$ cat src/hdl/llc_defs.svh
`ifndef LLC_DEFS_SVH
`define LLC_DEFS_SVH

// Address split is tag | index | offset
`define LLC_ADDR_BITS      64
`define LLC_LINE_COUNT     16
`define LLC_BYTES_PER_LINE 64
`define LLC_OFFSET_BITS    6
`define LLC_INDEX_BITS     4
`define LLC_TAG_BITS       (`LLC_ADDR_BITS - `LLC_INDEX_BITS - `LLC_OFFSET_BITS)

// AXI data beats
`define LLC_BEAT_BITS      64
`define LLC_BEATS_PER_LINE 8
`define LLC_LINE_BITS      (`LLC_BYTES_PER_LINE * 8)

`endif

$ cat src/hdl/llc_pkg.sv
package llc_pkg;

`include "llc_defs.svh"

    typedef logic [`LLC_ADDR_BITS-1:0]  addr_t;
    typedef logic [`LLC_TAG_BITS-1:0]   tag_t;
    typedef logic [`LLC_INDEX_BITS-1:0] index_t;
    typedef logic [`LLC_BEAT_BITS-1:0]  beat_t;
    typedef logic [`LLC_LINE_BITS-1:0]  line_data_t;
    typedef logic [$clog2(`LLC_BEATS_PER_LINE)-1:0] beat_count_t;

    typedef struct packed {
        logic valid;
        logic dirty;
        tag_t tag;
    } line_meta_t;

    function automatic tag_t addr_tag(addr_t addr);
        return addr[`LLC_ADDR_BITS-1 -: `LLC_TAG_BITS];
    endfunction

    function automatic index_t addr_index(addr_t addr);
        return addr[`LLC_OFFSET_BITS +: `LLC_INDEX_BITS];
    endfunction

    // Rebuild a line-aligned byte address
    function automatic addr_t line_addr(tag_t tag, index_t index);
        return {tag, index, {`LLC_OFFSET_BITS{1'b0}}};
    endfunction

endpackage

$ cat src/hdl/llc_axi_writeback.sv
`timescale 1ns/10ps
`include "llc_defs.svh"

module llc_axi_writeback (
    input  logic                clk,
    input  logic                reset,
    input  logic                wb_start,
    input  llc_pkg::addr_t      wb_addr,
    input  llc_pkg::line_data_t wb_line,
    output logic                wb_done,
    input  logic                awready,
    output llc_pkg::addr_t      awaddr,
    output logic                awvalid,
    output llc_pkg::beat_t      wdata,
    output logic                wlast,
    output logic                wvalid,
    input  logic                wready,
    input  logic                bvalid,
    output logic                bready
);
    import llc_pkg::*;

    typedef enum logic [1:0] {
        WB_IDLE,
        WB_ADDR,
        WB_DATA,
        WB_RESP
    } wb_state_t;

    wb_state_t   state;
    beat_count_t beat;
    line_data_t  line_q;  // Victim copy kept while the store changes
    logic        last_beat;

    assign last_beat = (beat == beat_count_t'(`LLC_BEATS_PER_LINE - 1));

    assign awvalid = (state == WB_ADDR);
    assign wvalid  = (state == WB_DATA);
    assign wlast   = wvalid && last_beat;
    assign wdata   = line_q[beat * `LLC_BEAT_BITS +: `LLC_BEAT_BITS];
    assign bready  = (state == WB_RESP);

    always_ff @(posedge clk) begin
        if (reset) begin
            state   <= WB_IDLE;
            beat    <= '0;
            wb_done <= 1'b0;
        end else begin
            wb_done <= 1'b0;
            case (state)
                WB_IDLE: begin
                    if (wb_start) begin
                        state <= WB_ADDR;
                        beat  <= '0;
                    end
                end
                WB_ADDR: if (awready) state <= WB_DATA;
                WB_DATA: begin
                    if (wready) begin  // Advance only on handshake
                        beat <= beat + beat_count_t'(1);
                        if (last_beat) state <= WB_RESP;
                    end
                end
                WB_RESP: begin
                    if (bvalid) begin
                        state   <= WB_IDLE;
                        wb_done <= 1'b1;
                    end
                end
                default: state <= WB_IDLE;
            endcase
        end
    end

    always_ff @(posedge clk) begin
        if (wb_start && state == WB_IDLE) begin
            awaddr <= wb_addr;
            line_q <= wb_line;
        end
    end

endmodule

$ cat config.mk
export PLATFORM = sky130hd
export DESIGN_NAME = llc_axi_writeback
export DESIGN_NICKNAME = d
export VERILOG_FILES = /design/src/hdl/llc_pkg.sv /design/src/hdl/llc_axi_writeback.sv
export VERILOG_INCLUDE_DIRS = /design/src /design/src/hdl
export SDC_FILE = /design/constraint.sdc
export NUM_CORES = 1
export LEC_CHECK = 0
export BUFFER_PORTS_ARGS = -buffer_cell sky130_fd_sc_hd__buf_2
export CAP_MARGIN = 20
export CORE_AREA = 10 10 272 274
export CTS_CLUSTER_SIZE = 20
export DETAILED_ROUTE_END_ITERATION = 10
export DIE_AREA = 0 0 282 284
export SLEW_MARGIN = 20
export SYNTH_ARGS = -nofsm -noshare
export SYNTH_HDL_FRONTEND = slang
export SYNTH_SLANG_ARGS = --single-unit
$ cat constraint.sdc
create_clock -name clk -period 35.5 [get_ports clk]
set_input_delay 3.55 -clock clk [delete_from_list [all_inputs] [get_ports clk]]
set_output_delay 3.55 -clock clk [all_outputs]
set_load 0.02 [all_outputs]
# Yosys cells after proc, flatten, opt, wreduce, memory -nomap -nowiden
# Index checks and enable logic that the tools add are counted.
[word_totals] reg_bits=582 latch_bits=0 ram_bits=0 mem_bits_ro=0 input_bits=582 elab_cells=34 mem_count=0
[op_classes] add_sub_neg=1 n_mul=0 div=0 magnitude_cmp=0 eq_ne=9 shift=1 muxes=10 bitwise=1 reduce_logical=7
[op_table] op="512-bit by 10-bit variable part select with 64-bit output" count=1
[op_table] op="2-bit two-way mux" count=5
[op_table] op="2-bit one-hot mux with 4 select lines" count=1
[op_table] op="3-bit two-way mux" count=2
[op_table] op="2-bit inequality test, second input constant" count=3
[op_table] op="3-bit one-hot mux with 2 select lines" count=1
[op_table] op="5-bit AND reduction" count=1
[op_table] op="2-bit equality test, second input constant" count=2
[op_table] op="2-bit by 1-bit inequality test with 1-bit output, second input constant" count=2
[op_table] op="3-bit by 1-bit adder with 3-bit output, second input constant" count=1
[op_table] op="3-bit equality test, second input constant" count=1
[op_table] op="3-bit AND reduction" count=1
[op_table] op="2-bit by 1-bit equality test with 1-bit output, second input constant" count=1
[op_table] op="1-bit logical AND" count=2
[op_table] op="2-bit logical NOT" count=1
[op_table] op="2-bit nonzero test" count=1
[op_table] op="2-bit OR reduction" count=1
[op_table] op="1-bit two-way mux" count=1
[op_table] op="1-bit inverter" count=1

# Longest topological paths before layout
# Gate-level depths: netlist of the first run.
[logic_depth] ltp_word=4 mapped_depth=6

# Worst setup path before layout of the first run
# No wires, ideal clock.
[synth_timing] path_type="input -> register" from="in wb_start" to="reg awaddr[0] (enable)" setup_ns=1.014 arrival_time_ns=16.375 required_time_ns=34.486 slack_ns=18.111 cell_stages=1 path_cell_list="and2_1"
[synth_between] elab_chain_len=1
[synth_rtl] item="from (decl)" line="llc_axi_writeback.sv:7" source="input logic wb_start,"
[synth_rtl] item="1-bit logical AND" line="llc_axi_writeback.sv:76" source="if (wb_start && state == WB_IDLE) begin"
[synth_rtl] item="to (signal assigned)" line="llc_axi_writeback.sv:77" source="awaddr <= wb_addr;"
[synth_rtl] item="to (decl)" line="llc_axi_writeback.sv:12" source="output llc_pkg::addr_t awaddr,"
# No other way between the ends.
# A chain may end at the register's enable or synchronous reset.

# Worst setup path in the final report of the first run
[layout_timing] from="in wb_start" to="reg line_q[99] (enable)"
[layout_between] elab_chain_len=1
[layout_rtl] item="1-bit logical AND" line="llc_axi_writeback.sv:76"
[layout_rtl] item="to (signal assigned)" line="llc_axi_writeback.sv:78" source="line_q <= wb_line;"
[layout_rtl] item="to (decl)" line="llc_axi_writeback.sv:32" source="line_data_t line_q;"
# No other way between the ends.

==> run summary, run 1 <==
Run status: finished clean
RSZ-0062 raised after global routing: no
Number of maximum-capacitance violations: 0
Final std cells w/o fill: 2546
First-pass GRT wire length: 88.7 mm
Arrival time of data at the critical path endpoint: 7690 ps
Cell with the biggest individual delay on the critical path: sky130_fd_sc_hd__buf_4
Die Outline Area: 80100 um^2
Final count of pins violating max slew: 0
Mean Syn Cell Area: 25.5 um^2
Accumulated negative setup slack: 0 ps
Synth-to-Final Area Change: 31.3%
Endpoint required time on the critical path: 35710 ps
DIE HEIGHT: 284 um
Drt first pass iters: 4
Post-Route Utilization: 0.413
Number of post-CTS setup repair buffers: 0
Reg2Reg Launch Point: state[1]
Net count, final: 2190
CP peak stage delay: 890 ps
Logic depth of the worst register-to-register path: 7
Type of element capturing the critical path: flop
DP Cell Count: 2415
Hold path start: state[1]
Cells traversed along the worst timing path: buf_2, and2_4, buf_4, buf_4, buf_4, buf_4
Crit-path most repeated cell: sky130_fd_sc_hd__buf_4
Part of the cycle the worst path needs: 0.211
Synth Register Bits: 582
Drt first-iter violations: 864
Post-DR vias/cell: 4.62
Area fraction in and, or, nand and nor cells after synthesis: 0.00256
Synth Instances: 841
Static Leak: 10.4 nW
Count of yosys warnings during synthesis: 0
Fraction of synthesized area in multiplexers: 0.168
TritonCTS clock tree: built
PostCTS Resize Cnt: 0
Launch point of the worst path: wb_start
Initial cell density of the core: 0.314
Area of combinational cells with multiple inputs: 3810 um^2
Skew-Pair Late Insertion Delay: 600 ps
Max Clock Freq: 0.134 GHz
Cell depth of the worst hold path: 2
Synth top area share: 0.805
Total vias in the final route: 11800
Number of hold buffers added after cts: 0
Type of the worst setup path: input pin to flop
Grt total ovfl: 0
Setup violation total in the final timing report: 0
Hold Vio Cnt, Final: 0
Antenna violations before repair: 23
VDD IR-drop max: 0.0588 mV
Areal power density over the cells: 71.1 nW/um^2
Synthesized-area fraction occupied by xor and xnor cells: 0
Transition time of the tightest slew-check pin: 1080 ps
Count of different cell masters after synthesis: 23
Sequential fraction of the synthesis area: 0.811
Overall Global Routing Usage: 0.151
Post-detailed-placement half-perimeter wirelength: 47.1 mm
Post-synthesis cell area: 21500 um^2
Period minus WS final: 7480 ps
Internal Pwr Total: 1.48 mW
Proportion of power drawn by flip-flops and latches: 0.503
Element type at the critical path start: input pin
Clock transition time at the flip-flop clock pins of the worst setup and hold paths: 60 ps
Switching Power: 528 uW
Die width: 282 um
Net switching share of the total power: 0.263
Largest net degree at the start of global routing: 92
Root buffer cell: sky130_fd_sc_hd__clkbuf_16
Top-Level Pins: 715
Post-synthesis adder-cell area fraction: 0.00350
Post-Syn Nets: 1429
Count of filler cells inserted in the layout: 6096
Largest fanout on the critical path: 83
Placer congestion estimate: 0.866
Worst relative slew slack: 0.280
Final antenna-violating net count: 0
Ranking of synthesized cells by area: sky130_fd_sc_hd__edfxtp_1, sky130_fd_sc_hd__mux4_2, sky130_fd_sc_hd__mux2_2
Maximum level of the CTS H-tree: 3
Crit Reg-Reg Endpoint: line_q[227]
Number of placement rows: 96
Via count of the first global-routing pass: 13200
Worst hold-check path type: flop to flop
Number of buffers on the longest clock path: 3
Sinks on Clock Net: 582
Hold Path Sink: state[1]
Total clock buffers created by CTS: 67
Count of buffers from port buffering: 714
Relative contribution of the clock network to total power: 0.331
Worst Skew: 29.0 ps
Area inside the core boundary: 68300 um^2
Cell accounting for the most synthesized area: sky130_fd_sc_hd__edfxtp_1
Combinational Power Share: 0.166
Fraction of layout cells with a size suffix above 1: 0.618
Drt drc: 0
Total routed wirelength: 62.2 mm
Fraction of the mapped netlist area in compound gates: 0.00315
Main combinational cell family by area after synthesis: multiplexers
R2r setup slk: 30340 ps
Area taken by flip-flops and latches: 17400 um^2
Post-detailed-route wirelength per cell: 24.4 um
[how the worst max path moves through the flow]
stage	to	slack, ps	depth (start not counted)
after floorplan	awaddr[0]	18110	1
after global placement	line_q[163]	27550	6
after detailed placement	line_q[101]	27350	6
after CTS	wdata[36]	28040	5
after global routing	line_q[68]	27660	6
final	line_q[99]	28020	6
[synthesized netlist by cell type]
cell and number:
sky130_fd_sc_hd__a22oi_1 2, sky130_fd_sc_hd__and2_1 2, sky130_fd_sc_hd__and3_1 2, sky130_fd_sc_hd__buf_1 9, sky130_fd_sc_hd__buf_2 3, sky130_fd_sc_hd__buf_4 2, sky130_fd_sc_hd__buf_6 11, sky130_fd_sc_hd__clkbuf_1 10
sky130_fd_sc_hd__dfxtp_1 6, sky130_fd_sc_hd__edfxtp_1 576, sky130_fd_sc_hd__ha_1 6, sky130_fd_sc_hd__inv_1 6, sky130_fd_sc_hd__mux2_2 64, sky130_fd_sc_hd__mux2i_1 1, sky130_fd_sc_hd__mux4_2 128, sky130_fd_sc_hd__nand2b_1 2
sky130_fd_sc_hd__nor2_1 3, sky130_fd_sc_hd__o211ai_1 2, sky130_fd_sc_hd__o21ai_0 2, sky130_fd_sc_hd__o221ai_1 1, sky130_fd_sc_hd__o311a_1 1, sky130_fd_sc_hd__o41ai_1 1, sky130_fd_sc_hd__or2_2 1
[metal layers]
layer / routed length, um / vias up / global-route usage
met5: 85 / - / 0
met4: 1200 / 12 / 0.0489
met3: 5690 / 83 / 0.0527
met2: 33300 / 499 / 0.268
met1: 21900 / 6014 / 0.167
li1: - / 5149 / -
[cell type report]
type                       instances  share of cell area
sequential                       582               0.618
multi-input combinational        218               0.135
timing repair buffer             727               0.130
clock buffer                      78              0.0620
tap                              882              0.0391
clock inverter                    34              0.0127
antenna                           19             0.00169
inverter                           6            0.000799
[worst max-delay path: cells and delay by family]
| kind | cells | cell delay [ps] |
|---|---|---|
| and+or+nand+nor | 1 | 460 |
| buffers and inverters | 5 | 3480 |
[stage by stage]
| stage | hold slack [ps] | area, um^2 | setup WS (ps) | power, mW |
|---|---|---|---|---|
| after floorplan | 511 | 21500 | 18110 | 1.35 |
| after global placement | 532 | 26000 | 27550 | 1.35 |
| after detailed placement | 571 | 26000 | 27350 | 1.36 |
| after CTS | 581 | 28100 | 28040 | 2.04 |
| after global routing | 606 | 28200 | 27660 | 2.09 |
| final | 604 | 28200 | 28020 | 2.01 |
[power by group through the flow]
| stage | combinational [mW] | clock (mW) | sequential (mW) |
|---|---|---|---|
| 4_1_cts | 0.341 | 0.684 | 1.01 |
| 3_3_place_gp | 0.332 | 0 | 1.02 |
| 3_5_place_dp | 0.341 | 0 | 1.02 |
| 5_1_grt | 0.361 | 0.710 | 1.02 |
| 2_1_floorplan | 0.196 | 0 | 1.15 |
| 6_report | 0.334 | 0.664 | 1.01 |
[kinds of logic after synthesis]
kind of cell / count (synthesis)
flip-flops: 582
multiplexers: 193
buffers and inverters: 41
AND/OR/NAND/NOR: 10
AO/OA/AOI/OAI: 9
adder cells (fa/ha/maj): 6
[sequential cells by signal, indices dropped and copies added (netlist names)]
name and count:
beat 3, line_q 512, wb_done 1, awaddr 64
state 2
[layout by cell type (no fill, tap or decap)]
master / count
sky130_fd_sc_hd__clkinvlp_4: 1
sky130_fd_sc_hd__ha_1: 6
sky130_fd_sc_hd__or2_2: 1
sky130_fd_sc_hd__clkinv_8: 2
sky130_fd_sc_hd__mux2i_1: 1
sky130_fd_sc_hd__inv_1: 6
sky130_fd_sc_hd__clkinv_1: 11
sky130_fd_sc_hd__edfxtp_1: 576
sky130_fd_sc_hd__mux4_2: 128
sky130_fd_sc_hd__and2_4: 1
sky130_fd_sc_hd__mux2_2: 64
sky130_fd_sc_hd__and2_1: 1
sky130_fd_sc_hd__clkinv_4: 3
sky130_fd_sc_hd__o221ai_1: 1
sky130_fd_sc_hd__buf_2: 714
sky130_fd_sc_hd__clkbuf_16: 68
sky130_fd_sc_hd__o211ai_1: 2
sky130_fd_sc_hd__clkinv_2: 8
sky130_fd_sc_hd__buf_6: 1
sky130_fd_sc_hd__buf_4: 12
sky130_fd_sc_hd__clkbuf_8: 1
sky130_fd_sc_hd__inv_6: 1
sky130_fd_sc_hd__dfxtp_1: 3
sky130_fd_sc_hd__o41ai_1: 1
sky130_fd_sc_hd__a22oi_1: 2
sky130_fd_sc_hd__clkinv_16: 1
sky130_fd_sc_hd__clkbuf_1: 9
sky130_fd_sc_hd__dfxtp_4: 3
sky130_fd_sc_hd__nor2_1: 3
sky130_fd_sc_hd__inv_8: 1
sky130_fd_sc_hd__o21ai_0: 2
sky130_fd_sc_hd__bufinv_16: 4
sky130_fd_sc_hd__diode_2: 19
sky130_fd_sc_hd__inv_16: 2
sky130_fd_sc_hd__and3_1: 2
sky130_fd_sc_hd__nand2b_1: 2
sky130_fd_sc_hd__o311a_1: 1
No activity file was read; power rests on OpenSTA's default activity.
==> run 2: changes to the inputs <==
Clock period 35.5 ns to 7 ns, I/O delays scaled along.
==> run 2 against run 1 <==
Net effect: sequential cell count did not move; combinational power grew to 5.2 times the previous value; core utilization fell by 0.15 points; clock-buffer cell count fell by 10; critical path depth down 2; global-route usage is essentially flat; register-to-register slack lost 26000 ps; cell count rose by 0.16%; power rose to 5.0 times the previous value; first-iteration DRC count decreased by 14%; critical path type is now flop to primary output; critical endpoint is now wdata[22]; highest routed layer unchanged.
==> run summary, run 2 (same netlist as run 1, synthesis figures left out) <==
Worst relative slew slack: 0.279
Hold Vio Cnt, Final: 0
Worst hold-check path type: input pin to flop
Post-DR vias/cell: 4.60
Overall Global Routing Usage: 0.152
Largest net degree at the start of global routing: 183
Die width: 282 um
Grt total ovfl: 0
Clock transition time at the flip-flop clock pins of the worst setup and hold paths: 70 ps
Transition time of the tightest slew-check pin: 1080 ps
DIE HEIGHT: 284 um
Instance area at placement: 26100 um^2
Sinks on Clock Net: 582
Element type at the critical path start: flop
Endpoint required time on the critical path: 6300 ps
Number of maximum-capacitance violations: 0
Total vias in the final route: 11700
Worst Skew: 17.4 ps
Number of hold buffers added after cts: 0
Reg2Reg Launch Point: state[1]
Top library cells by usage in the layout, fill and taps aside: sky130_fd_sc_hd__buf_2, sky130_fd_sc_hd__edfxtp_1, sky130_fd_sc_hd__mux4_2
Type of element capturing the critical path: primary output
Top-Level Pins: 715
Post-detailed-placement half-perimeter wirelength: 46.9 mm
Hold path start: wb_line[138]
Final antenna-violating net count: 0
Areal power density over the cells: 355 nW/um^2
First-pass GRT wire length: 89.2 mm
Drt drc: 0
PostCTS Resize Cnt: 0
Drt first-iter violations: 741
Number of post-CTS setup repair buffers: 0
Regs by FF count: line_q: 512 flops, awaddr: 64 flops, beat: 3 flops
Area inside the core boundary: 68300 um^2
Die Outline Area: 80100 um^2
Run status: finished clean
Setup violation total in the final timing report: 0
Arrival time of data at the critical path endpoint: 3190 ps
Root buffer cell: sky130_fd_sc_hd__clkbuf_16
Initial cell density of the core: 0.314
Dpl ws: 3640 ps
Static Leak: 10.4 nW
Total routed wirelength: 63.0 mm
Most frequent standard cell in the layout excluding fill and tap cells: sky130_fd_sc_hd__buf_2
Final count of pins violating max slew: 0
Number of placement rows: 96
Via count of the first global-routing pass: 13200
Net count, final: 2185
Period minus WS final: 3890 ps
Skew-Pair Late Insertion Delay: 630 ps
TritonCTS clock tree: built
Most flop-heavy register: line_q
Count of buffers from port buffering: 714
VDD IR-drop max: 0.211 mV
Antenna violations before repair: 38
RSZ-0062 raised after global routing: no
Total clock buffers created by CTS: 61
Number of flip-flops in the largest register: 512
Synth-to-Final Area Change: 30.8%
Setup slack after layout: 3110 ps
Fraction of layout cells with a size suffix above 1: 0.616
Max Clock Freq: 0.257 GHz
Maximum level of the CTS H-tree: 2
Largest fanout on the critical path: 46
Number of buffers on the longest clock path: 3
Cell area after layout: 28100 um^2
Drt first pass iters: 4
Part of the cycle the worst path needs: 0.556
Accumulated negative setup slack: 0 ps
Post-detailed-route wirelength per cell: 24.7 um
Launch point of the worst path: beat[0]
Placer congestion estimate: 0.881
Type of the worst setup path: flop to primary output
## run 2: where the power goes
group / switching [mW] / internal (mW) / total [mW]
Combinational: 1.06 / 0.661 / 1.73
Clock: 1.36 / 1.78 / 3.14
Sequential: 0.222 / 4.89 / 5.12
Total: 2.64 / 7.34 / 9.98
## run 2: critical path, stage by stage, from the launching register on
cell,delay (ps)
sky130_fd_sc_hd__dfxtp_4,630
sky130_fd_sc_hd__buf_4,790
sky130_fd_sc_hd__mux4_2,610
sky130_fd_sc_hd__mux2_2,270
sky130_fd_sc_hd__buf_2,170
## run 2: final cells by class
type | count | area, um^2
fillers | 6144 | 40300
flip-flops and latches | 582 | 17400
multi-input cells | 218 | 3810
repair buffers | 728 | 3740
clock buffers | 68 | 1550
well taps | 882 | 1100
clock inverters | 47 | 384
diodes | 19 | 47.5
inverters | 6 | 22.5
## run 2: layer usage
layer / GRT usage / vias to the layer above / share of wire
met5: 0 / - / 0.0038
met4: 0.0539 / 36 / 0.025
met3: 0.0578 / 127 / 0.091
met2: 0.264 / 472 / 0.52
met1: 0.166 / 5955 / 0.36
li1: - / 5139 / -
## run 2: worst paths after layout
kind                  to  slack [ps]  cells after the start
min reg2reg     state[1]         610                      2
max reg2reg   line_q[91]        4240                      5
min          line_q[138]         240                      1
max            wdata[22]        3110                      4
## run 2: metrics by stage
stage | std cells | hold WS, ps | util | power, mW
floorplan | 841 | 511 | - | 6.34
global placement | 2415 | 534 | 0.382 | 6.87
detailed placement | 2415 | 595 | 0.382 | 6.95
CTS | 2530 | 188 | 0.410 | 10.1
global route | 2547 | 207 | 0.411 | 10.4
finish | 2550 | 243 | 0.411 | 9.98
