[src/hdl/llc_defs.svh]
`ifndef LLC_DEFS_SVH
`define LLC_DEFS_SVH

// Address split is tag | index | offset
`define LLC_ADDR_BITS      64
`define LLC_LINE_COUNT     16
`define LLC_BYTES_PER_LINE 64
`define LLC_OFFSET_BITS    6
`define LLC_INDEX_BITS     4
`define LLC_TAG_BITS       (`LLC_ADDR_BITS - `LLC_INDEX_BITS - `LLC_OFFSET_BITS)

// AXI data beats
`define LLC_BEAT_BITS      64
`define LLC_BEATS_PER_LINE 8
`define LLC_LINE_BITS      (`LLC_BYTES_PER_LINE * 8)

`endif

[src/hdl/llc_pkg.sv]
package llc_pkg;

`include "llc_defs.svh"

    typedef logic [`LLC_ADDR_BITS-1:0]  addr_t;
    typedef logic [`LLC_TAG_BITS-1:0]   tag_t;
    typedef logic [`LLC_INDEX_BITS-1:0] index_t;
    typedef logic [`LLC_BEAT_BITS-1:0]  beat_t;
    typedef logic [`LLC_LINE_BITS-1:0]  line_data_t;
    typedef logic [$clog2(`LLC_BEATS_PER_LINE)-1:0] beat_count_t;

    typedef struct packed {
        logic valid;
        logic dirty;
        tag_t tag;
    } line_meta_t;

    function automatic tag_t addr_tag(addr_t addr);
        return addr[`LLC_ADDR_BITS-1 -: `LLC_TAG_BITS];
    endfunction

    function automatic index_t addr_index(addr_t addr);
        return addr[`LLC_OFFSET_BITS +: `LLC_INDEX_BITS];
    endfunction

    // Rebuild a line-aligned byte address
    function automatic addr_t line_addr(tag_t tag, index_t index);
        return {tag, index, {`LLC_OFFSET_BITS{1'b0}}};
    endfunction

endpackage

[src/hdl/llc_axi_refill.sv]
`timescale 1ns/10ps
`include "llc_defs.svh"

module llc_axi_refill (
    input  logic                clk,
    input  logic                reset,
    input  logic                refill_start,
    input  llc_pkg::addr_t      refill_addr,
    output logic                refill_done,
    output llc_pkg::line_data_t refill_line,
    input  logic                arready,
    output llc_pkg::addr_t      araddr,
    output logic                arvalid,
    input  llc_pkg::beat_t      rdata,
    input  logic                rlast,
    input  logic                rvalid,
    output logic                rready
);
    import llc_pkg::*;

    typedef enum logic [1:0] {
        RF_IDLE,
        RF_ADDR,
        RF_DATA
    } rf_state_t;

    rf_state_t   state;
    beat_count_t beat;

    assign arvalid = (state == RF_ADDR);
    assign rready  = (state == RF_DATA);

    always_ff @(posedge clk) begin
        if (reset) begin
            state       <= RF_IDLE;
            beat        <= '0;
            refill_done <= 1'b0;
        end else begin
            refill_done <= 1'b0;
            case (state)
                RF_IDLE: begin
                    if (refill_start) begin
                        state <= RF_ADDR;
                        beat  <= '0;
                    end
                end
                RF_ADDR: if (arready) state <= RF_DATA;
                RF_DATA: begin
                    if (rvalid) begin
                        beat <= beat + beat_count_t'(1);
                        if (rlast) begin  // Burst ends on rlast
                            state       <= RF_IDLE;
                            refill_done <= 1'b1;
                        end
                    end
                end
                default: state <= RF_IDLE;
            endcase
        end
    end

    always_ff @(posedge clk) begin
        if (refill_start && state == RF_IDLE) araddr <= refill_addr;
        if (state == RF_DATA && rvalid) begin
            refill_line[beat * `LLC_BEAT_BITS +: `LLC_BEAT_BITS] <= rdata;  // Beat k fills bits 64k up
        end
    end

endmodule

[config.mk]
export PLATFORM = sky130hd
export DESIGN_NAME = llc_axi_refill
export DESIGN_NICKNAME = d
export VERILOG_FILES = /design/src/hdl/llc_pkg.sv /design/src/hdl/llc_axi_refill.sv
export VERILOG_INCLUDE_DIRS = /design/src /design/src/hdl
export SDC_FILE = /design/constraint.sdc
export NUM_CORES = 1
export LEC_CHECK = 0
export BUFFER_PORTS_ARGS = -buffer_cell sky130_fd_sc_hd__buf_2
export CAP_MARGIN = 20
export CORE_AREA = 2 2 278 280
export CTS_CLUSTER_SIZE = 30
export DETAILED_ROUTE_END_ITERATION = 10
export DIE_AREA = 0 0 280 282
export GPL_ROUTABILITY_DRIVEN = 0
export PLACE_DENSITY_LB_ADDON = 0.08
export SETUP_SLACK_MARGIN = 0.2
export SYNTH_ARGS = -nofsm -noshare
export SYNTH_HDL_FRONTEND = slang
export SYNTH_SLANG_ARGS = --single-unit
[constraint.sdc]
create_clock -name clk -period 10.1 [get_ports clk]
set_clock_uncertainty 0.2 [all_clocks]
set_input_delay 0.505 -clock clk [delete_from_list [all_inputs] [get_ports clk]]
set_output_delay 0.505 -clock clk [all_outputs]
set_load 0.005 [all_outputs]
* Yosys cells after proc, flatten, opt, wreduce, memory -nomap -nowiden
Index checks and enable logic that the tools add are counted.
** Storage, ports and cells
- Bits in registers :: 582
- Latch bits :: 0
- Bits in writable memories :: 0
- Bits in read-only memories :: 0
- Logic and storage cells :: 34
- Memories kept :: 0
** Cells by class
- Add/subtract/negate cells :: 2
- Multiply operators :: 0
- Divide/modulo/power cells :: 0
- $lt $le $gt $ge :: 0
- Equality and inequality tests :: 6
- Shifts and indexed selects :: 2
- Mux-type cells :: 10
- Bitwise operators :: 2
- Reduce and logical (&&, ||, !) cells :: 7
** Operator list (count)
- $bwmux 512 :: 1
- $shift 64x34->512 const A :: 1
- $shiftx 64x34->512 :: 1
- $neg 9->34 :: 1
- $mux 2 :: 4
- $ne 2x2->1 const B :: 4
- $mux 3 :: 2
- $pmux 2 s3 :: 1
- $pmux 3 s2 :: 1
- $reduce_and 4->1 :: 1
- $add 3x1->3 const B :: 1
- $reduce_and 3->1 :: 1
- $reduce_or 3->1 :: 1
- $eq 2x1->1 const B :: 1
- $eq 2x2->1 const B :: 1
- $logic_and 1x1->1 :: 2
- $logic_not 2->1 :: 1
- $not 1->1 :: 2
- $reduce_bool 2->1 :: 1
- $mux 1 :: 1

* Longest topological paths before layout
Gate-level depths: netlist of the first run.
- Depth in word-level cells :: 3
- Depth in mapped cells :: 11
- Gate-level depth less buffers :: 6

* Least setup slack after synthesis of the first run
OpenSTA, ideal clock, no wires.
- Path type :: reg-to-reg
- Start point :: reg, netlist name beat[0]
- End point :: reg refill_line[100] (enable)
- Library setup time :: 0.667 ns
- Data arrival time :: 8.335 ns
- Data required time :: 9.233 ns
- Setup slack :: 0.898 ns
- Cell stages (with the launch flop) :: 7
- Buffers on the path :: 2
- Clock period less this slack :: 9.202 ns
- Cell sequence :: dfxtp_1 -> clkbuf_1 -> inv_1 -> ha_1 -> ha_1 -> clkbuf_1 -> nor4b_1
** RTL lines
- end signal, assigned by index :: RTL line llc_axi_refill.sv:65 : refill_line[beat * `LLC_BEAT_BITS +: `LLC_BEAT_BITS] <= rdata;
- end, declared :: RTL line llc_axi_refill.sv:10 : output llc_pkg::line_data_t refill_line,

==> summary.md, run 1 <==
| Metric | Value |
|---|---|
| Yosys warning total | 0 |
| Register-to-Register Path Depth | 7 |
| Die Wd | about 280 microns |
| Worst hold path class | primary input to flip-flop |
| Total GRT Usage | 0.197 |
| DR vias/cell | between 4 and 5 |
| Post-synthesis xor/xnor area fraction | 0.000839 |
| Worst Slack Setup Final | between 5 and 6 ns |
| WP data required | between 10 and 15 ns |
| Critical R2R Capture | refill_line[61]$_DFFE_PP_ |
| Critical Path End | refill_line[61]$_DFFE_PP_ |
| Worst-path clk slew | 0.06 ns |
| WL met2 | 43.3 mm |
| Final ANT Viol Nets | 0 |
| Syn-to-layout area delta | 35.5% |
| Post-Syn Instances | ~1300 |
| CP max-delay cell | dfxtp_2 |
| Worst-path maximum fanout | 65 |
| # IOs | around 710 |
| CTS Hold Bufs | 67 |
| Mux share of post-synthesis cell area | 0 |
| Power, Total | about 5.1 mW |
| Worst rel slew slack | 0.268 |
| Final hold vios | 0 |
| Crit Path Category | flip-flop to flip-flop |
| Clock root buffer master | clkbuf_16 |
| Status | complete, no violations |
| Peak per-stage delay on the critical path | 1.01 ns |
| Post-synthesis adder-cell area fraction | 0.00240 |
| Syn_area_per_cell | roughly 16 sq um |
| Final setup viols | 0 |
| Worst setup SP type | flip-flop |
| Met3 WL | about 6.3 mm |
| Nets | 2212 |
| Register area share after synthesis | 0.834 |
| Min Clock Period, post-route | between 5 and 6 ns |
| Simple-gate share of the synthesized area | 0.147 |
| Starting density of the core | 0.276 |
| Die area | between 70000 and 80000 sq um |
| Pre-CTS WS | 4.92 ns |
| Peak supply drop | 0.000123 V |
| Hpwl dp | about 56 mm |
| CTS max path bufs | 3 |
| R2R setup slack | about 5.1 ns |
| Synthesized cell area | approximately 21000 sq um |
| PortBufs | a little over 700 |
| Worst Path Arrival | between 5 and 6 ns |
| Reg2reg start | beat[0]$_SDFFE_PP0P_ |
| Worst path most repeated cell | ha_1 |
| Vias | 13300 |
| Worst slew pin tran | between 1 and 1.5 ns |
| Maximum number of pins on one net before global-route repair | 69 |
| Largest family of logic cells by synthesized area | simple AND/OR/NAND/NOR gates |
| CP Launch Point | beat[0]$_SDFFE_PP0P_ |
| Drt pass-1 iters | 5 |
| RSZ-0062 raised after global routing | false |
| Clk_lat worst skew | between 0.5 and 0.6 ns |
| Wl on met1 | around 28 mm |
| Row Count | roughly 100 |
| Setup bufs post-CTS | 0 |
| WL per Instance | about 26 microns |
| Die Y | 282 microns |
| Pwr/cell area | 181 nW/um^2 |
| Vias in the first global route | about 14000 |
| Clock sink count | slightly below 600 |
| Antenna violations before repair | 9 |
| Fmax | roughly 200 MHz |
| Cells along the critical path | inv_1 > ha_1 > ha_1 > or2_2 > nor3_4 > buf_4 > and2_4 |
| Fin. max-slew vios | 0 |
| Synth Net Count | roughly 1400 |
| Gr ovfl total | 0 |
| Fin crit share | 0.496 |
| CORE AREA | 75700 sq um |
| DRC Markers | 0 |
| First-pass GRT wire length | approximately 110 mm |
| Fin Setup TNS | 0 ns |
| Total of max-cap violations | 0 |
| Pleak | 10.3 nW |
| Num CTS Buffers | 69 |
| Crit end category | flip-flop |
| Post_cts resized | 0 |
| Post-synthesis cell type count | 29 |
| Hold slack | roughly 0.046 ns |
| Max Used Layer | met5 |
| CTS tree | built |
| Synth Area in Compound Gates | 0.00126 |
| Initial drt markers | around 960 |
| Yosys reg bits | slightly below 600 |
| Routed WL | 79.6 mm |
| CTS H-Tree Depth | 3 |
| Share of layout cells above drive strength 1 | 0.391 |
-- cells in the final DEF, fill, tap and decap left out, types with 2 or more instances in the layout --
master,count
inv_1,5
and2_1,256
nand2b_1,3
clkinv_1,16
clkinvlp_4,2
nand2_1,67
or3_1,2
inv_6,3
xnor2_1,2
clkinv_2,6
nor2_1,259
nor2_4,3
nand2b_4,2
dlygate4sd3_1,67
diode_2,2
nor3_1,2
dfxtp_1,5
edfxtp_1,576
nor3b_2,2
clkbuf_16,72
clkbuf_1,18
nor4_4,3
buf_2,712
ha_1,4
nor2b_1,2
buf_4,13
a21oi_1,2
-- cell usage after synthesis --
library cell    n  area [sq um]
dfxtp_1         6           120
inv_1           5          18.8
edfxtp_1      576         17300
clkbuf_1       29           109
nand4b_1        1          8.76
and2_1        257          1610
nand2b_1        5          31.3
nor4_1          1          6.26
nor2_1        262           983
nand2_1        67           251
nor3b_1         3          22.5
nor3_1          3          15.0
nor3_2          1          10.0
xnor2_1         2          17.5
buf_1           2          7.51
buf_4           5          37.5
a21oi_1         2          10.0
or2_2           1          6.26
and3b_1         1          8.76
buf_2          25           125
nor2b_1         3          18.8
ha_1            4          50.1
or3_1           2          12.5
nand3_1         2          10.0
nor4b_1         1          8.76
or3_4           1          11.3
a22oi_1         1          7.51
nor4_4          3          63.8
o2111ai_1       1          8.76
-- stage by stage --
step	utilization	instance area, sq um	cells
6_report	0.374	28300	3102
3_3_place_gp	0.338	25600	2914
2_1_floorplan	-	20900	1272
5_1_grt	0.374	28300	3101
3_5_place_dp	0.338	25600	2914
4_1_cts	0.374	28300	3100
-- worst min-delay path by stage --
stage | from | end | cells after the start
CTS | arready | state[1]$_SDFFE_PP0P_ | 3
global route | arready | state[1]$_SDFFE_PP0P_ | 3
global placement | state[0]$_SDFFE_PP0P_ | refill_done$_SDFF_PP0_ | 2
floorplan | beat[1]$_SDFFE_PP0P_ | beat[1]$_SDFFE_PP0P_ | 3
finish | arready | state[1]$_SDFFE_PP0P_ | 3
detailed placement | beat[1]$_SDFFE_PP0P_ | beat[1]$_SDFFE_PP0P_ | 3
-- per-layer routing --
layer / up-vias / track usage
li1: 6044 / -
met1: 6607 / 0.208
met2: 568 / 0.370
met3: 113 / 0.0669
met4: 6 / 0.0516
met5: - / 0
-- final cells by class --
class / count / area, sq um
Antenna cell: 2 / 5.00
Clock buffer: 90 / 1870
Clock inverter: 29 / 178
Fill cell: 7345 / 47400
Inverter: 5 / 18.8
Multi-Input combinational cell: 624 / 3260
Sequential cell: 582 / 17400
Tap cell: 978 / 1220
Timing Repair Buffer: 792 / 4330
-- cells by family (layout without fill, tap and decap cells) --
family / count (synthesis) / in the layout
buf+inv: 66 / 916
xor+xnor: 2 / 2
simple gates: 614 / 614
compound gates: 4 / 4
other cells: 0 / 2
flops: 582 / 582
fa+ha+maj: 4 / 4
-- where the power goes --
part / total [mW] / switching, mW / internal [mW]
sequential: 2.66 / 0.00839 / 2.65
clock: 2.32 / 0.989 / 1.33
combinational: 0.154 / 0.0911 / 0.0628
total: 5.13 / 1.09 / 4.04
-- flip-flops by register name, indices dropped and copies added, names as in the netlist --
signal and flops:
refill_done 1, araddr 64, state 2, beat 3, refill_line 512
-- critical path, delay by kind of cell (launching register included) --
kind                     cells  cell delay, ns
AND/OR/NAND/NOR              3            1.77
flip-flops                   1            1.01
buffers and inverters        2            0.78
adder cells (fa/ha/maj)      2            0.73
Note: power is estimated with default switching activity, not from simulation.
==> run 2: changes to the inputs <==
--- a/config.mk
+++ b/config.mk
@@ -6,12 +6,13 @@
 export SDC_FILE = /design/constraint.sdc
 export NUM_CORES = 1
 export LEC_CHECK = 0
+export ABC_AREA = 1
 export BUFFER_PORTS_ARGS = -buffer_cell sky130_fd_sc_hd__buf_2
 export CAP_MARGIN = 20
-export CORE_AREA = 2 2 278 280
+export CORE_AREA = 2 2 275 277
 export CTS_CLUSTER_SIZE = 30
 export DETAILED_ROUTE_END_ITERATION = 10
-export DIE_AREA = 0 0 280 282
+export DIE_AREA = 0 0 277 279
 export GPL_ROUTABILITY_DRIVEN = 0
 export PLACE_DENSITY_LB_ADDON = 0.08
 export SETUP_SLACK_MARGIN = 0.2
==> constraint.sdc (replaced) <==
create_clock -name clk -period 4.82 [get_ports clk]
set_clock_uncertainty 0.2 [all_clocks]
set_input_delay 0.241 -clock clk [delete_from_list [all_inputs] [get_ports clk]]
set_output_delay 0.241 -clock clk [all_outputs]
set_load 0.005 [all_outputs]
==> run 2 against run 1 <==
Net effect: clock-buffer cell count fell by 2; wire length increased by 22%; cell count grew 11%; worst hold slack lost 0.027 ns; global-route usage grew 4.9 points; non-clock buffer count up 73; first-iteration DRC count up 66%; largest power group unchanged; total power rose by 120%.
==> summary.md, run 2 <==
| Metric | Value |
|---|---|
| Top reg by flops | refill_line |
| Final ANT Viol Nets | 0 (unchanged) |
| Register-to-Register Path Depth | 5 (-2) |
| Asr flop ratio synth | 0 (unchanged) |
| Nets | 2551 (+15%) |
| Final setup viols | 0 (unchanged) |
| Post-synthesis cell type count | 25 (-14%) |
| Most frequent cells in the layout | buf_2 (712), edfxtp_1 (576), nor2_1 (500), nand2_1 (135), nand3_1 (133) |
| Worst-path maximum fanout | 64 (-1.5%) |
| Pleak | 10.4 nW (+0.58%) |
| PortBufs | 712 (unchanged) |
| Clk_lat worst skew | 0.59 ns (about the same) |
| CTS H-Tree Depth | 3 (unchanged) |
| DRC Markers | 0 (unchanged) |
| Hpwl dp | 65.6 mm (+18%) |
| Maximum number of pins on one net before global-route repair | 104 (+51%) |
| Top FF cell, synth | edfxtp_1 |
| Largest registers | refill_line x512, araddr x64, beat x3 |
| Row Count | 100 (-0.99%) |
| Die Wd | 277 microns (-1.1%) |
| Pwr/cell area | 384 nW/um^2 (+110%) |
| Register area share after synthesis | 0.804 (-0.0304) |
| Logic gate share of total power | 0.068 (+0.038) |
| WL per Instance | 28.4 microns (+11%) |
| Crit Path Category | flip-flop to flip-flop |
| Worst Path Arrival | 3.50 ns (-1.51 ns) |
| Die area | 77300 sq um (-2.1%) |
| Hold Path Depth | 3 (unchanged) |
| Most common cell in the synthesized netlist | edfxtp_1 |
| # IOs | 713 (unchanged) |
| Power, Total | 11.4 mW (+120%) |
| Hold Crit Endpoint | refill_line[52]$_DFFE_PP_ |
| Commonest non-fill, non-tap cell in the layout | buf_2 |
| Total of max-cap violations | 0 (unchanged) |
| Pre-CTS WS | 1.27 ns (-3.65 ns) |
| Worst slew pin tran | 1.07 ns (-0.0288 ns) |
| WP data required | 4.83 ns (-5.27 ns) |
| Initial drt markers | 1594 (+66%) |
| Syn-to-layout area delta | 36.8% |
| Routed WL | 97.4 mm (+22%) |
| Min-delay src | rdata[52] |
| Placed Instances | 3178 (+9.1%) |
| Worst setup SP type | flip-flop |
| Vias | 16100 (+21%) |
| Multi-input gate area | 3490 sq um (+6.9%) |
| R2R setup slack | 1.34 ns (-3.76 ns) |
| Drt pass-1 iters | 5 (unchanged) |
| Worst Slack Setup Final | 1.34 ns (-3.76 ns) |
| Post-synth EDFFs | 576 (unchanged) |
| CTS max path bufs | 3 (unchanged) |
| Finished Layout Cells | 3434 (+11%) |
| Clock sink count | 582 (unchanged) |
| DR vias/cell | 4.69 (+9.0%) |
| Commonest cells in the netlist | edfxtp_1 (576), nor2_1 (501), nand2_1 (137) |
| Seq pwr share | 0.491 (-0.028) |
| Clock Power Share | 0.441 (-0.010) |
| Worst-path clk slew | 0.06 ns (about the same) |
| Final hold vios | 0 (unchanged) |
| Sw Ratio | 0.238 (+0.0257) |
| Antenna violations before repair | 15 (+6) |
| Starting density of the core | 0.293 (+0.0167) |
| Min Clock Period, post-route | 3.48 ns (-1.52 ns) |
| Top cell type's share of synthesized area | 0.798 (-0.0302) |
| Critical R2R Capture | refill_line[409]$_DFFE_PP_ |
| Die Y | 279 microns (-1.1%) |
| Syn_area_per_cell | 13.8 sq um (-16%) |
| Post-Syn Instances | 1575 (+24%) |
| Gr ovfl total | 0 (unchanged) |
| Yosys reg bits | 582 (unchanged) |
| Worst rel slew slack | 0.288 (+0.0192) |
| Num CTS Buffers | 70 (+1.4%) |
| Synth area leader | edfxtp_1 |
| Worst hold path class | primary input to flip-flop |
| Synthesized cell area | 21700 sq um (+3.8%) |
| Status | complete, no violations |
| Total GRT Usage | 0.246 (+0.0489) |
| Synth Net Count | 1713 (+21%) |
| Fin. max-slew vios | 0 (unchanged) |
| Largest register FFs | 512 (unchanged) |
| Share of layout cells above drive strength 1 | 0.351 (-0.0398) |
| Setup bufs post-CTS | 0 (unchanged) |
| Fin crit share | 0.722 (+0.227) |
| Synth area leaders | edfxtp_1 (80%), nor2_1 (8.7%), nand3_1 (3.1%) |
| Reg area | 17400 sq um (about the same) |
| Cell Int Power | 8.67 mW (+110%) |
| Clock root buffer master | clkbuf_16 |
| Reg2reg start | beat[0]$_SDFFE_PP0P_ |
| Peak supply drop | 0.000194 V (+58%) |
| CTS Hold Bufs | 131 (+96%) |
| Post_cts resized | 0 (unchanged) |
| CORE AREA | 74100 sq um (-2.1%) |
| CTS tree | built |
| RSZ-0062 raised after global routing | false |
| Fill cells | 7187 (-2.2%) |
| Yosys warning total | 0 (unchanged) |
| Crit end category | flip-flop |
| Vias in the first global route | 15800 (+16%) |
| First-pass GRT wire length | 130 mm (+21%) |
| Fmax | 287 MHz (+44%) |
| Sw Pwr | 2.71 mW (+150%) |
## run 2: cell count changes after synthesis, sizes merged, moves of 5 or more
cell and change:
clkbuf -10, nor2 +262, buf +48, nand2b -5, nand2 +72, and2 -257
inv +71, nand3 +132
## run 2: final cells by class
cell class | count | share of cell area
clock inverters | 33 | 0.0102
flip-flops and latches | 582 | 0.587
clock buffers | 88 | 0.0613
repair buffers | 865 | 0.172
multi-input cells | 818 | 0.118
diodes | 3 | 0.000253
inverters | 76 | 0.00970
well taps | 969 | 0.0409
## run 2: kinds of logic after synthesis
| group | Yosys count | synth area share |
|---|---|---|
| buf+inv | 175 | 0.0405 |
| simple gates | 808 | 0.152 |
| fa+ha+maj | 4 | 0.00231 |
| flops | 582 | 0.804 |
| compound gates | 6 | 0.00162 |
## run 2: stage by stage
step	util	area [sq um]	setup TNS, ns	hold WS [ns]
finish	0.400	29700	0	0.0193
global route	0.400	29600	0	0.00501
CTS	0.400	29600	0	0.00104
detailed placement	0.354	26200	0	0.219
global placement	0.354	26200	0	0.219
floorplan	-	21700	-446.88	0.110
## run 2: worst max path at each step
| stage | startpoint | end | depth (start not counted) |
|---|---|---|---|
| after floorplan | beat[0]$_SDFFE_PP0P_ | refill_line[256]$_DFFE_PP_ | 8 |
| after global placement | beat[0]$_SDFFE_PP0P_ | refill_line[168]$_DFFE_PP_ | 5 |
| after detailed placement | beat[0]$_SDFFE_PP0P_ | refill_line[398]$_DFFE_PP_ | 5 |
| after CTS | beat[0]$_SDFFE_PP0P_ | refill_line[408]$_DFFE_PP_ | 5 |
| after global routing | beat[0]$_SDFFE_PP0P_ | refill_line[102]$_DFFE_PP_ | 5 |
| final | beat[0]$_SDFFE_PP0P_ | refill_line[409]$_DFFE_PP_ | 5 |
## run 2: routing by layer
metal  wire length (microns)  part of all wire  up-vias  track usage
met5                      13           0.00013        -            0
met4                    2100             0.022        2       0.0676
met3                    7690             0.079      106       0.0588
met2                   49100              0.50      775        0.422
met1                   38500              0.39     8140        0.309
li1                        -                 -     7070            -
## run 2: power groups by stage
stage	combinational (mW)	sequential (mW)	clock (mW)
final	0.773	5.59	5.02
after global routing	0.826	5.59	5.31
after CTS	0.788	5.59	5.12
after detailed placement	0.701	5.69	0
after global placement	0.696	5.69	0
after floorplan	0.313	5.70	0
## run 2: worst max-delay path: stages (launching register included)
cell     delay [ns]
dfxtp_4        0.69
inv_4          0.15
ha_4           0.76
nand4_1        0.29
nor3_4         0.17
buf_4          0.75
==> run 3: changes to the inputs <==
--- a/config.mk
+++ b/config.mk
@@ -6,13 +6,13 @@
 export SDC_FILE = /design/constraint.sdc
 export NUM_CORES = 1
 export LEC_CHECK = 0
-export ABC_AREA = 1
+export ABC_AREA = 0
 export BUFFER_PORTS_ARGS = -buffer_cell sky130_fd_sc_hd__buf_2
 export CAP_MARGIN = 20
-export CORE_AREA = 2 2 275 277
+export CORE_AREA = 2 2 276 278
 export CTS_CLUSTER_SIZE = 30
 export DETAILED_ROUTE_END_ITERATION = 10
-export DIE_AREA = 0 0 277 279
+export DIE_AREA = 0 0 278 280
 export GPL_ROUTABILITY_DRIVEN = 0
 export PLACE_DENSITY_LB_ADDON = 0.08
 export SETUP_SLACK_MARGIN = 0.2
==> constraint.sdc (replaced) <==
create_clock -name clk -period 3.1 [get_ports clk]
set_clock_uncertainty 0.2 [all_clocks]
set_input_delay 0.155 -clock clk [delete_from_list [all_inputs] [get_ports clk]]
set_output_delay 0.155 -clock clk [all_outputs]
set_load 0.005 [all_outputs]
==> run 3 against run 2 <==
Net effect: setup slack got worse by 0.94 ns; total power increased by 50%; worst hold slack improved by 0.043 ns; sequential cell count unchanged; first-iteration DRC count decreased by 49%; combinational power decreased by 25%; largest cell class unchanged; largest power group unchanged; highest routed layer unchanged.
==> summary.md, run 3 (synthesis gave the netlist of run 1 again) <==
| Metric | Value |
|---|---|
| Row Count | 101 (+1.0%) |
| Worst Path Arrival | 2.96 ns (-0.54 ns) |
| Finished layout cell area | 29600 sq um (-0.32%) |
| Die Y | 280 microns (+0.36%) |
| CTS tree | built |
| Pre-CTS WS | 0.259 ns (-1.02 ns) |
| First-pass GRT wire length | 109 mm (-17%) |
| Power, Total | 17.1 mW (+50%) |
| Buffers and inverters on the worst path | 2 (unchanged) |
| Reg area | 17400 sq um (unchanged) |
| Min Clock Period, post-route | 2.70 ns (-0.779 ns) |
| Maximum number of pins on one net before global-route repair | 66 (-37%) |
| Placed Instances | 2933 (-7.7%) |
| Hpwl dp | 56.4 mm (-14%) |
| Drt pass-1 iters | 5 (unchanged) |
| Starting density of the core | 0.278 (-0.0149) |
| Area of placed instances | 26000 sq um (-0.61%) |
| Die area | 77800 sq um (+0.72%) |
| Clock root buffer master | clkbuf_16 |
| Total GRT Usage | 0.200 (-0.0458) |
| Logic gate share of total power | 0.034 (-0.034) |
| Share of layout cells above drive strength 1 | 0.390 (+0.0386) |
| Crit path max-delay family | buffers and inverters |
| Worst hold path class | primary input to flip-flop |
| Num CTS Buffers | 68 (-2.9%) |
| Multi-input gate area | 3320 sq um (-4.9%) |
| CORE AREA | 75200 sq um (+1.5%) |
| WL per Instance | 24.9 microns (-12%) |
| Die Wd | 278 microns (+0.36%) |
| Nets | 2299 (-9.9%) |
| Fill cells | 7088 (-1.4%) |
| Peak supply drop | 0.000440 V (+130%) |
| Crit Path Category | flip-flop to flip-flop |
| Top reg by flops | refill_line |
| Cell Int Power | 13.5 mW (+55%) |
| # IOs | 713 (unchanged) |
| Pwr/cell area | 578 nW/um^2 (+51%) |
| Status | complete, no violations |
| Largest registers | refill_line x512, araddr x64, beat x3 |
| Worst-path maximum fanout | 64 (unchanged) |
| Clock sink count | 582 (unchanged) |
| Worst slew pin tran | 0.696 ns (-0.373 ns) |
| CTS max path bufs | 3 (unchanged) |
| PortBufs | 712 (unchanged) |
| WP data required | 3.36 ns (-1.47 ns) |
| CP max-delay cell | buf_4 |
| Vias | 13700 (-15%) |
| Final ANT Viol Nets | 0 (unchanged) |
| Worst setup SP type | flip-flop |
| Hold slack | 0.0620 ns (+0.0427 ns) |
| Routed WL | 79.5 mm (-18%) |
| Seq pwr share | 0.507 (+0.016) |
| Final hold vios | 0 (unchanged) |
| Clock Power Share | 0.459 (+0.018) |
| Sw Pwr | 3.63 mW (+34%) |
| Final setup viols | 0 (unchanged) |
| Commonest non-fill, non-tap cell in the layout | buf_2 |
| RSZ-0062 raised after global routing | false |
| Sw Ratio | 0.212 (-0.0255) |
| Fin. max-slew vios | 0 (unchanged) |
| Fin crit share | 0.872 (+0.149) |
| Antenna violations before repair | 1 (-14) |
| DR vias/cell | 4.30 (-8.2%) |
| Largest register FFs | 512 (unchanged) |
| Initial drt markers | 806 (-49%) |
| DRC Markers | 0 (unchanged) |
| Worst Slack Setup Final | 0.397 ns (-0.941 ns) |
| Finished Layout Cells | 3192 (-7.0%) |
| Worst rel slew slack | 0.533 (+0.245) |
| Worst-path clk slew | 0.06 ns (about the same) |
| Fmax | 370 MHz (+29%) |
| Most frequent cells in the layout | buf_2 (712), edfxtp_1 (576), nor2_1 (259), and2_1 (256), dlygate4sd3_1 (136) |
| Pleak | 10.9 nW (+4.8%) |
| Crit end category | flip-flop |
| Vias in the first global route | 14000 (-11%) |
| Peak per-stage delay on the critical path | 0.57 ns (-0.19 ns) |
| Gr ovfl total | 0 (unchanged) |
| Cells along the critical path | inv_1 > ha_4 > ha_1 > or2_2 > nor3_4 > buf_4 > and2_1 |
| CTS H-Tree Depth | 3 (unchanged) |
| Clk_lat worst skew | 0.59 ns (about the same) |
| Total of max-cap violations | 0 (unchanged) |
| Syn-to-layout area delta | 41.5% |
[run 3: changes by cell type in the layout (fill, tap and decap cells not counted), sizes merged, moves of 9 or more]
| cell | before | now |
|---|---|---|
| nor2 | 524 | 262 |
| buf | 734 | 744 |
| inv | 77 | 7 |
| nand2 | 139 | 67 |
| and2 | 0 | 257 |
| clkinv | 24 | 33 |
| nand3 | 134 | 2 |
[run 3: area by class of cell]
cell class	count	share of cell area
Timing Repair Buffer	880	0.183
Antenna cell	1	0.0000847
Clock buffer	82	0.0615
Inverter	5	0.000635
Sequential cell	582	0.589
Tap cell	978	0.0414
Multi-Input combinational cell	624	0.112
Clock inverter	40	0.0114
[run 3: power groups by stage]
stage,sequential [mW],clock (mW),combinational (mW)
after floorplan,8.85,0,0.114
after detailed placement,8.83,0,0.470
after global placement,8.83,0,0.465
after CTS,8.67,8.09,0.602
after global routing,8.67,8.37,0.631
final,8.67,7.83,0.581
[run 3: final timing paths]
check	startpoint	endpoint	slack, ns	cells past startpoint
worst min-delay path	refill_addr[8]	araddr[8]$_DFFE_PP_	0.06	2
worst min register to register	beat[2]$_SDFFE_PP0P_	beat[2]$_SDFFE_PP0P_	0.48	3
worst max-delay path	beat[0]$_SDFFE_PP0P_	refill_line[16]$_DFFE_PP_	0.40	7
worst max register to register	beat[0]$_SDFFE_PP0P_	refill_line[16]$_DFFE_PP_	0.40	7
[run 3: what timing repair did]
action                                  4_1_cts  5_1_grt
hold endpoints to repair                    571        0
hold buffers                                136        0
setup buffers                                 0        0
endpoints found under the setup margin        0       65
gates resized for setup                       0        2
[run 3: routing by layer]
metal / vias to the layer above / GRT usage / share of wire
met5: - / 0 / 0.00016
met4: 2 / 0.0708 / 0.031
met3: 118 / 0.0593 / 0.071
met2: 539 / 0.372 / 0.54
met1: 6847 / 0.214 / 0.36
li1: 6231 / - / -
[run 3: worst reg2reg max path, stage by stage (launching register included)]
cell and delay [ns]:
dfxtp_4 0.34, inv_1 0.23, ha_4 0.18, ha_1 0.28, or2_2 0.35, nor3_4 0.14, buf_4 0.57, and2_1 0.29
[run 3: through the flow]
stage                     TNS (ns)  utilization
after detailed placement         0        0.346
after global routing             0        0.393
after CTS                        0        0.393
after floorplan            -352.15            -
after global placement           0        0.346
final                            0        0.393
